File: config.mk
export PLATFORM = sky130hd
export DESIGN_NAME = bufferArbiter
export DESIGN_NICKNAME = d
export VERILOG_FILES = /design/src/design/xcorrPkg.sv /design/src/design/bufferArbiter.sv
export VERILOG_INCLUDE_DIRS = /design/src /design/src/design
export SDC_FILE = /design/constraint.sdc
export NUM_CORES = 1
export LEC_CHECK = 0
export ABC_AREA = 0
export BUFFER_PORTS_ARGS = -buffer_cell sky130_fd_sc_hd__clkbuf_2
export CAP_MARGIN = 30
export CORE_AREA = 2 2 39 41
export CTS_CLUSTER_SIZE = 40
export DETAILED_ROUTE_END_ITERATION = 12
export DIE_AREA = 0 0 41 43
export PLACE_DENSITY = 0.4
export SYNTH_ARGS = -nofsm -noshare
export SYNTH_HDL_FRONTEND = slang
export SYNTH_SLANG_ARGS = --single-unit
File: constraint.sdc
create_clock -name clk50M -period 1.2 [get_ports clk50M]
set_input_delay 0.06 -clock clk50M [delete_from_list [all_inputs] [get_ports clk50M]]
set_output_delay 0.06 -clock clk50M [all_outputs]
set_load 0.01 [all_outputs]
File: src/design/xcorr_cfg.svh
// Cross-correlation TDOA configuration: frame size, lag range, sample width and peak threshold
`ifndef XCORR_CFG_SVH
`define XCORR_CFG_SVH

// Samples per frame and per channel
`define XC_NUM_SAMPLES 64

// Largest absolute lag in samples
`define XC_MAX_LAGS 4

// Number of lags from -XC_MAX_LAGS to +XC_MAX_LAGS
`define XC_NUM_LAGS (2 * `XC_MAX_LAGS + 1)

// Width of one signed microphone sample
`define XC_SAMPLE_BITS 12

// Correlator peers sharing the sample buffer
`define XC_NUM_PAIRS 2

// A maximum below this is not reported as a peak
`define XC_MIN_CORR 1

`endif

File: src/design/xcorrPkg.sv
// Shared vector types and state encodings of the TDOA estimator
`include "xcorr_cfg.svh"

package xcorrPkg;

    // One signed microphone sample
    typedef logic signed [`XC_SAMPLE_BITS-1:0] sampleT;

    // Three samples of one time step, mic0 in the low bits
    typedef logic [3*`XC_SAMPLE_BITS-1:0] frameWordT;

    typedef logic [$clog2(`XC_NUM_SAMPLES)-1:0] addrT;

    // Product bits, accumulation bits and one guard bit
    typedef logic signed [2*`XC_SAMPLE_BITS+$clog2(`XC_NUM_SAMPLES):0] corrT;

    // Lag plus XC_MAX_LAGS
    typedef logic [$clog2(`XC_NUM_LAGS)-1:0] lagIdxT;

    typedef enum logic [1:0] {sIdle, sCorrelate, sReport} ctrlStateT;

    typedef enum logic [1:0] {cIdle, cReadRef, cReadOther, cDone} corrStateT;

endpackage

File: src/design/bufferArbiter.sv
// Buffer arbiter: round-robin sharing of the sample buffer read port between two correlators
`timescale 1ns/1ps
`include "xcorr_cfg.svh"

module bufferArbiter (
    input  logic                      clk50M,
    input  logic                      arstN,
    input  logic [`XC_NUM_PAIRS-1:0]  rdReq,
    input  xcorrPkg::addrT            rdAddr0,
    input  xcorrPkg::addrT            rdAddr1,
    output logic [`XC_NUM_PAIRS-1:0]  rdGrant,
    output logic [`XC_NUM_PAIRS-1:0]  rdValid,
    output logic                      memRdEn,
    output xcorrPkg::addrT            memRdAddr
);

    import xcorrPkg::*;

    // Requester served most recently
    logic lastServed;

    always_comb begin
        if (rdReq[0] && rdReq[1]) begin
            // Both waiting, the other one goes first
            rdGrant = lastServed ? 2'b01 : 2'b10;
        end else begin
            rdGrant = rdReq;
        end
    end

    assign memRdEn   = |rdGrant;
    assign memRdAddr = rdGrant[1] ? rdAddr1 : rdAddr0;

    always_ff @(posedge clk50M or negedge arstN) begin
        if (!arstN) begin
            lastServed <= 1'b0;
            rdValid    <= '0;
        end else begin
            // Buffer data lines up with the delayed grant
            rdValid <= rdGrant;
            if (rdGrant[1]) begin
                lastServed <= 1'b1;
            end else if (rdGrant[0]) begin
                lastServed <= 1'b0;
            end
        end
    end

    grantOneHot: assert property (@(posedge clk50M) disable iff (!arstN)
        $onehot0(rdGrant) && $onehot0(rdValid));

    // A held request that loses once wins on the next cycle
    fairReq0: assert property (@(posedge clk50M) disable iff (!arstN)
        rdReq[0] && !rdGrant[0] |=> rdGrant[0]);
    fairReq1: assert property (@(posedge clk50M) disable iff (!arstN)
        rdReq[1] && !rdGrant[1] |=> rdGrant[1]);

endmodule

==> results.json, run 1 <==
{
  "fin_crit_sh_pct": 118,
  "multiInputGateArea_um2": 135,
  "layoutNonFillerInstCount": 66,
  "ctsRootBufferMaster": "sky130_fd_sc_hd__clkbuf_4",
  "fin_setup_tns_ps": -1370,
  "grt_max_degree": 8,
  "drc_errors": 0,
  "clock-skew-final_ps": 0.134,
  "timing_max_transition_violations_final": 0,
  "antenna_violations_before_repair": 0,
  "syn_area_um2": 188,
  "largest_family_of_logic_cells_by_synthesized_area": "multiplexers",
  "max_cap_violations": 0,
  "achievable-frequency_ghz": 0.705,
  "grt_usage_pct": 8.92,
  "drt-total-wl_um": 676,
  "core-area_mm2": 0.00138,
  "synth.net_count": 31,
  "clockBufferDepth": 2,
  "drtIter0Drc": 2,
  "n_antenna_cell": 0,
  "power.switching_w": 0.000134,
  "fin_ws_ps": -219,
  "synthAdderAreaFrac_pct": 0,
  "tritoncts": "built",
  "ys_seq_area_share_pct": 40.0,
  "ys_warn_count": 0,
  "floorplan.rows": 14,
  "post_synth_inst_count": 15,
  "max-slew-margin-rel_pct": 91.3,
  "unrepaired_setup_endpoints_after_global_routing": "true",
  "place.gp.congestion": 0.636,
  "cp.required_ps": 1140,
  "comb_power_share_pct": 39.7,
  "first_global_vias": 249,
  "clkLatencyLatePin_ps": 230,
  "tightestPinTransition_ps": 130,
  "critPathMaxFanout": 7,
  "synth.lib_cells_used.distinct": 8,
  "cts_htree_levels": 1,
  "detail_route.first_pass.iterations": 4,
  "chipWidth_um": 41,
  "syn_area_per_cell_um2": 12.5,
  "post_synth_and_or_nand_nor_area_fraction_pct": 5.33,
  "failing_checks": "setup timing",
  "worst_setup_path_end_kind": "primary output",
  "numPlacedInstances": 58,
  "vdd.ir_drop.worst_mv": 0.355,
  "tritoncts.num_buffers": 3,
  "viasPerCell": 4.00,
  "seqCellArea_um2": 75.1,
  "finalHoldViolations": 0,
  "final_critical_path_time_including_i_o_delays_and_setup_ps": 1420,
  "route.detailed.wl_per_inst_um": 10.2,
  "crit_arrival_ps": 1360,
  "setup-violations-final": 7,
  "synth_mux_area_share_pct": 36.0,
  "dieArea_mm2": 0.00176,
  "clkSinkCount": 3,
  "synth-xor-area-share_pct": 0,
  "complex_gate_fraction_of_the_synthesized_area_pct": 16.7,
  "placement.io_buffers": 26,
  "detail-route-antenna-nets": 0,
  "boundaryPins": 27,
  "initial_utilization_pct": 13.6,
  "power_frac_clock_pct": 36.2,
  "run_status": "finished with violations",
  "final_layout_size_suffix_gt1_share_pct": 84.0,
  "fin_nets": 67,
  "grt_pass1_wl_um": 966,
  "power_density_mw_per_mm2": 1040,
  "power.share.switching_pct": 27.1,
  "nFillCells": 148,
  "fin_util_pct": 34.3,
  "area_growth_pct": 153,
  "vias": 264,
  "p_leak_nw": 0.267,
  "place_worst_setup_slack_ps": -19.8,
  "criticalPathCategory": "reg -> out",
  "die_height_um": 43,
  "synth-seq-cells": 3,
  "pwr-share-seq_pct": 24.1,
  "tightest_hold_check_type": "in -> reg",
  "grt_overflow": 0,
  "path_clk_slew_ps": 40,
  "startpoint_kind_of_the_worst_setup_timing_path": "flip-flop",
  "total_internal_power_w": 0.000360
}
[worst max-delay path, stage by stage (launching register included)]
cell	delay [ps]
sky130_fd_sc_hd__dfrtp_1	400
sky130_fd_sc_hd__a21boi_4	160
sky130_fd_sc_hd__buf_12	140
sky130_fd_sc_hd__mux2_4	300
sky130_fd_sc_hd__buf_6	120
[final timing paths]
path / slack (ps) / from / cells past startpoint / end
setup / recovery: -220 / lastServed$_DFFE_PN0P_ / 4 / memRdAddr[2]
hold / removal: 60 / rdReq[1] / 2 / rdValid[0]$_DFF_PN0_
setup reg to reg: 240 / lastServed$_DFFE_PN0P_ / 4 / rdValid[1]$_DFF_PN0_
hold reg to reg: 610 / lastServed$_DFFE_PN0P_ / 2 / lastServed$_DFFE_PN0P_
max in group asynchronous: 940 / arstN / 2 / lastServed$_DFFE_PN0P_
min in group asynchronous: 150 / arstN / 2 / rdValid[0]$_DFF_PN0_
[kinds of logic after synthesis]
kind of cell    count (synthesis)
compound gates                  3
flops                           3
simple gates                    2
mux                             6
buf+inv                         1
[synthesized netlist by cell type, drive strengths merged]
cell type	count	share of area, %
inv	1	2.0
mux2	6	36
a21oi	1	2.7
nor2	1	2.0
or2	1	3.3
a21boi	2	14
dfrtp	3	40
[final cells by class]
cell class	count	share of cell area, %
repair buffers	31	45.1
multi-input cells	11	28.5
flip-flops and latches	3	15.8
clock buffers	4	5.54
well taps	16	4.22
inverters	1	0.792
[what timing repair did]
action,4_1_cts,5_1_grt
buffers inserted,3,0
hold buffers,1,0
setup endpoints to repair,7,8
gates resized for setup,7,12
endpoints found under the hold margin,3,0
pin swaps,1,1
[cell usage in the layout, fill, tap and decap left out]
cell	instances
sky130_fd_sc_hd__dfrtp_1	3
sky130_fd_sc_hd__buf_2	1
sky130_fd_sc_hd__or2_2	1
sky130_fd_sc_hd__buf_12	1
sky130_fd_sc_hd__mux2_4	6
sky130_fd_sc_hd__buf_4	3
sky130_fd_sc_hd__clkbuf_4	3
sky130_fd_sc_hd__buf_6	5
sky130_fd_sc_hd__inv_1	1
sky130_fd_sc_hd__a21oi_1	1
sky130_fd_sc_hd__clkbuf_1	1
sky130_fd_sc_hd__a21boi_2	1
sky130_fd_sc_hd__clkbuf_2	20
sky130_fd_sc_hd__a21boi_4	1
sky130_fd_sc_hd__nor2_1	1
sky130_fd_sc_hd__dlygate4sd3_1	1
[sequential cells by signal, indices dropped and copies added (netlist names)]
name	cells
rdValid	2
lastServed	1
[metal layers]
metal / vias to the layer above / track usage (%) / share of wire [%]
met5: - / 0 / 0
li1: 122 / - / -
met1: 113 / 8.95 / 30
met3: 2 / 5.24 / 21
met4: 0 / 8.00 / 0.89
met2: 27 / 12.2 / 48
[power groups by stage]
stage	Sequential (W)	Combinational [W]	Clock, W
after floorplan	0.000125	0.0000582	0
after global placement	0.000122	0.000128	0
after detailed placement	0.000123	0.000127	0
after CTS	0.000119	0.000173	0.000190
after global routing	0.000121	0.000212	0.000204
final	0.000119	0.000196	0.000179
[per-stage QoR]
stage	total power, W	cell area, um2	hold WS [ps]
2_1_floorplan	0.000183	188	-236
3_3_place_gp	0.000250	345	-139
3_5_place_dp	0.000249	345	-140
4_1_cts	0.000483	439	60.6
5_1_grt	0.000536	474	64.3
6_report	0.000494	474	58.0
No activity file was read; power rests on OpenSTA's default activity.
==> inputs of run 2 (changes only) <==
--- a/config.mk
+++ b/config.mk
@@ -17,3 +17,4 @@
 export SYNTH_ARGS = -nofsm -noshare
 export SYNTH_HDL_FRONTEND = slang
 export SYNTH_SLANG_ARGS = --single-unit
+export TNS_END_PERCENT = 10
==> run 2 against run 1 <==
Effect of this change:
- the flow still finishes with violations (setup timing)
- clock skew unchanged
- power down 2.0%
- first-iteration DRC count unchanged
- register-to-register slack about the same
- count of clock-buffer cells in the layout unchanged
- flip-flop and latch count unchanged
- via count unchanged
- largest cell class unchanged
- largest power group unchanged
- highest routed layer unchanged
==> results.json, run 2 (synthesis gave the netlist of run 1 again) <==
{
  "crit_arrival_ps": 1350,
  "cp.required_ps": 1140,
  "criticalPathCategory": "reg -> out",
  "grt_pass1_wl_um": 966,
  "tritoncts": "built",
  "timing_max_transition_violations_final": 0,
  "cp_top_family": "flip-flops",
  "worst_setup_path_end_kind": "primary output",
  "first_global_vias": 249,
  "grt_overflow": 0,
  "timing.critical_path.slowest_cell_delay_ps": 400,
  "path_buf_inv": 2,
  "setup-violations-final": 7,
  "boundaryPins": 27,
  "detail_route.first_pass.iterations": 4,
  "clkLatencyLatePin_ps": 230,
  "detail-route-antenna-nets": 0,
  "r2r.worst_path.cells": 4,
  "drtIter0Drc": 2,
  "chipWidth_um": 41,
  "number_of_flip_flops_under_the_largest_register_name": 2,
  "critPathLaunch": "lastServed$_DFFE_PN0P_",
  "fin_hold_ws_ps": 58.0,
  "place.gp.congestion": 0.636,
  "critical_path.cell_chain": "a21boi_4 > buf_12 > mux2_4 > buf_6",
  "drc_errors": 0,
  "p_total_w": 0.000484,
  "clockBufferDepth": 2,
  "failing_checks": "setup timing",
  "max-slew-margin-rel_pct": 91.3,
  "final_common_cell": "sky130_fd_sc_hd__clkbuf_2",
  "critPathMaxFanout": 7,
  "ctsRootBufferMaster": "sky130_fd_sc_hd__clkbuf_4",
  "vias": 264,
  "fin_nets": 67,
  "finalHoldViolations": 0,
  "cts_htree_levels": 1,
  "standard_cell_with_the_maximum_stage_delay_on_the_critical_path": "sky130_fd_sc_hd__dfrtp_1",
  "dieArea_mm2": 0.00176,
  "mostFrequentLayoutCells": "sky130_fd_sc_hd__clkbuf_2 (22), sky130_fd_sc_hd__mux2_4 (6)",
  "grt_usage_pct": 8.92,
  "floorplan.rows": 14,
  "path_clk_slew_ps": 40,
  "critical_path_cell_count": 4,
  "clkSinkCount": 3,
  "power_density_mw_per_mm2": 1050,
  "grt_max_degree": 8,
  "tightest_hold_check_type": "in -> reg",
  "unrepaired_setup_endpoints_after_global_routing": "true",
  "final_layout_size_suffix_gt1_share_pct": 84.0,
  "p_leak_nw": 0.263,
  "clock-skew-final_ps": 0.134,
  "reg_top3": "rdValid: 2 flops, lastServed: 1 flops",
  "achievable-frequency_ghz": 0.707,
  "route.detailed.wl_per_inst_um": 9.67,
  "holdCritStartpoint": "rdReq[1]",
  "drt-total-wl_um": 638,
  "die_height_um": 43,
  "fin_ws_ps": -214,
  "area_growth_pct": 146,
  "vdd.ir_drop.worst_mv": 0.376,
  "fin_util_pct": 33.4,
  "tritoncts.num_buffers": 3,
  "core-area_mm2": 0.00138,
  "max_cap_violations": 0,
  "initial_utilization_pct": 13.6,
  "startpoint_kind_of_the_worst_setup_timing_path": "flip-flop",
  "antenna_violations_before_repair": 0,
  "placement.io_buffers": 26,
  "rr_startpoint": "lastServed$_DFFE_PN0P_",
  "stdcell_area_um2": 462,
  "tightestPinTransition_ps": 130,
  "holdPathStages": 2,
  "place_worst_setup_slack_ps": -19.8,
  "n_antenna_cell": 0,
  "final_critical_path_time_including_i_o_delays_and_setup_ps": 1410,
  "viasPerCell": 4.00,
  "fin_crit_sh_pct": 118,
  "run_status": "finished with violations",
  "placedInstanceArea_um2": 345,
  "registers.top_by_ff_count": "rdValid"
}
[run 2: cell types whose count changed in the layout (fill, tap and decap cells not counted)]
cell,delta
sky130_fd_sc_hd__buf_6,-2
sky130_fd_sc_hd__clkbuf_2,+2
[run 2: final timing paths]
path,slack [ps],endpoint
max in group asynchronous,940,lastServed$_DFFE_PN0P_
worst min-delay path,60,rdValid[0]$_DFF_PN0_
min in group asynchronous,150,rdValid[0]$_DFF_PN0_
worst max-delay path,-210,memRdAddr[3]
worst min register to register,610,lastServed$_DFFE_PN0P_
worst max register to register,240,rdValid[1]$_DFF_PN0_
[run 2: layout make-up]
class / instances / area [um2]
Timing Repair Buffer: 31 / 201
Sequential cell: 3 / 75.1
Multi-Input combinational cell: 11 / 135
Tap cell: 16 / 20.0
Fill cell: 150 / 922
Inverter: 1 / 3.75
Clock buffer: 4 / 26.3
[run 2: timing repair]
item,4_1_cts,5_1_grt
resized for setup,7,8
pin swaps,1,1
setup endpoints to repair,7,8
setup buffers,3,0
hold buffers,1,0
hold endpoints to repair,3,0
[run 2: worst register-to-register path, delay by kind of cell (launching register included)]
kind,cells,cell delay (ps)
AO/OA/AOI/OAI,1,160
buffers and inverters,3,340
flip-flops,1,400
[run 2: metrics by stage]
step,instances,setup TNS (ps)
2_1_floorplan,15,0
3_5_place_dp,58,-103
4_1_cts,66,-1590
3_3_place_gp,58,-113
5_1_grt,66,-1830
6_report,66,-1350
[run 2: power breakdown]
| group | internal [W] | switching (W) |
|---|---|---|
| clock | 0.000125 | 0.0000542 |
| combinational | 0.000115 | 0.0000708 |
| sequential | 0.000112 | 0.00000649 |
| total | 0.000353 | 0.000132 |
[run 2: layer usage]
| layer | global-route usage, % | up-vias | routed length (um) |
|---|---|---|---|
| li1 | - | 122 | - |
| met1 | 8.95 | 113 | 209 |
| met2 | 12.2 | 27 | 287 |
| met3 | 5.24 | 2 | 134 |
| met4 | 8.00 | 0 | 6 |
| met5 | 0 | - | 0 |
==> inputs of run 3 (changes only) <==
==> constraint.sdc (replaced) <==
create_clock -name clk50M -period 1.8 [get_ports clk50M]
set_input_delay 0.09 -clock clk50M [delete_from_list [all_inputs] [get_ports clk50M]]
set_output_delay 0.09 -clock clk50M [all_outputs]
set_load 0.01 [all_outputs]
==> run 3 against run 2 <==
Effect of this change:
- the flow now finishes without violations
- sequential share of layout area is 3.8 points higher
- count of clock-buffer cells in the layout stayed put
- core utilization is 6.3 points lower
- via count is 10% lower
- wire length is 5.8% lower
- flip-flop and latch count stayed put
- non-clock buffer count is 4 lower
- first-iteration DRC count is 50% higher
- largest cell class unchanged
- largest power group is now the clock network
- highest routed layer unchanged
==> results.json, run 3 (synthesis gave the netlist of run 1 again) <==
{
  "run_status": "completed",
  "viasPerCell": 3.82,
  "critPathLaunch": "lastServed$_DFFE_PN0P_",
  "number_of_flip_flops_under_the_largest_register_name": 2,
  "tightestPinTransition_ps": 248,
  "critPathMaxFanout": 8,
  "p_leak_nw": 0.209,
  "placement.io_buffers": 26,
  "fin_hold_ws_ps": 110,
  "grt_max_degree": 9,
  "final_layout_size_suffix_gt1_share_pct": 80.4,
  "boundaryPins": 27,
  "cts_htree_levels": 1,
  "clkLatencyLatePin_ps": 240,
  "clock-skew-final_ps": 0.853,
  "dp_hpwl_um": 472,
  "drt-total-wl_um": 601,
  "holdCritStartpoint": "rdReq[0]",
  "tritoncts.num_buffers": 3,
  "chipWidth_um": 41,
  "route.detailed.wl_per_inst_um": 9.69,
  "reg_top3": "rdValid: 2 flops, lastServed: 1 flops",
  "fin_util_pct": 27.0,
  "final_common_cell": "sky130_fd_sc_hd__clkbuf_2",
  "timing_max_transition_violations_final": 0,
  "registers.top_by_ff_count": "rdValid",
  "startpoint_kind_of_the_worst_setup_timing_path": "flip-flop",
  "crit_arrival_ps": 1410,
  "path_clk_slew_ps": 40,
  "clockBufferDepth": 2,
  "detail_route.first_pass.iterations": 2,
  "fin_nets": 63,
  "drc_errors": 0,
  "max_cap_violations": 0,
  "ctsRootBufferMaster": "sky130_fd_sc_hd__clkbuf_4",
  "worst_setup_path_end_kind": "primary output",
  "die_height_um": 43,
  "final_critical_path_time_including_i_o_delays_and_setup_ps": 1500,
  "stdcell_area_um2": 374,
  "criticalPathCategory": "reg -> out",
  "place.gp.congestion": 0.622,
  "vdd.ir_drop.worst_mv": 0.407,
  "power_density_mw_per_mm2": 760,
  "n_antenna_cell": 0,
  "detail-route-antenna-nets": 0,
  "floorplan.rows": 14,
  "tritoncts": "built",
  "drtIter0Drc": 3,
  "fin_setup_tns_ps": 0,
  "cp.required_ps": 1710,
  "placedInstanceArea_um2": 338,
  "dieArea_mm2": 0.00176,
  "finalHoldViolations": 0,
  "tightest_hold_check_type": "in -> reg",
  "grt_usage_pct": 7.84,
  "fin_crit_sh_pct": 83.5,
  "area_growth_pct": 99.3,
  "unrepaired_setup_endpoints_after_global_routing": "false",
  "rr_startpoint": "lastServed$_DFFE_PN0P_",
  "cts_setup_buffers": 0,
  "place_worst_setup_slack_ps": 536,
  "mostFrequentLayoutCells": "sky130_fd_sc_hd__clkbuf_2 (26), sky130_fd_sc_hd__mux2_2 (6), sky130_fd_sc_hd__clkbuf_4 (3), sky130_fd_sc_hd__dfrtp_1 (3)",
  "grt_pass1_wl_um": 848,
  "clkSinkCount": 3,
  "max-slew-margin-rel_pct": 83.3,
  "vias": 237,
  "first_global_vias": 228,
  "setup-violations-final": 0,
  "antenna_violations_before_repair": 0,
  "grt_overflow": 0,
  "achievable-frequency_ghz": 0.665,
  "initial_utilization_pct": 13.6,
  "core-area_mm2": 0.00138,
  "fin_ws_ps": 296
}
==> run 3: changes by cell type in the layout (fill, tap and decap cells not counted), sizes merged <==
cell,before,now
buf,8,0
clkbuf,26,30
==> run 3: repair_timing <==
action	CTS	global route
hold endpoints to repair	3	0
endpoints found under the setup margin	0	0
hold buffers	1	0
gates resized for setup	0	0
==> run 3: metal layers <==
layer | part of all wire [%] | track usage (%)
met1 | 37 | 7.74
met2 | 39 | 10.9
met3 | 23 | 6.81
met4 | 1.0 | 4.00
met5 | 0 | 0
==> run 3: metrics by stage <==
step                      cells  power [W]
after CTS                    62   0.000294
after global routing         62   0.000309
after floorplan              15   0.000122
after detailed placement     57   0.000163
after global placement       57   0.000164
final                        62   0.000284
==> run 3: path summary, 6_finish.rpt <==
check | endpoint | slack [ps] | cells after the start
max in group asynchronous | rdValid[0]$_DFF_PN0_ | 1500 | 2
max reg2reg | rdValid[0]$_DFF_PN0_ | 1000 | 2
max | memRdAddr[4] | 300 | 3
min | lastServed$_DFFE_PN0P_ | 110 | 2
min reg2reg | lastServed$_DFFE_PN0P_ | 540 | 1
min in group asynchronous | rdValid[1]$_DFF_PN0_ | 190 | 2
==> run 3: report_power, final <==
group | switching (W) | internal (W)
logic | 0.0000368 | 0.0000455
registers | 0.00000560 | 0.0000750
clock network | 0.0000380 | 0.0000833
total | 0.0000804 | 0.000204
==> run 3: layout make-up <==
class,count,area [um2]
inverters,1,3.75
repair buffers,27,140
clock buffers,4,26.3
fillers,143,1010
flip-flops and latches,3,75.1
multi-input cells,11,109
well taps,16,20.0
==> run 3: critical path, stage by stage, from the launching register on <==
cell and delay [ps]:
sky130_fd_sc_hd__dfrtp_1 420, sky130_fd_sc_hd__a21boi_4 270, sky130_fd_sc_hd__mux2_2 370, sky130_fd_sc_hd__clkbuf_2 130
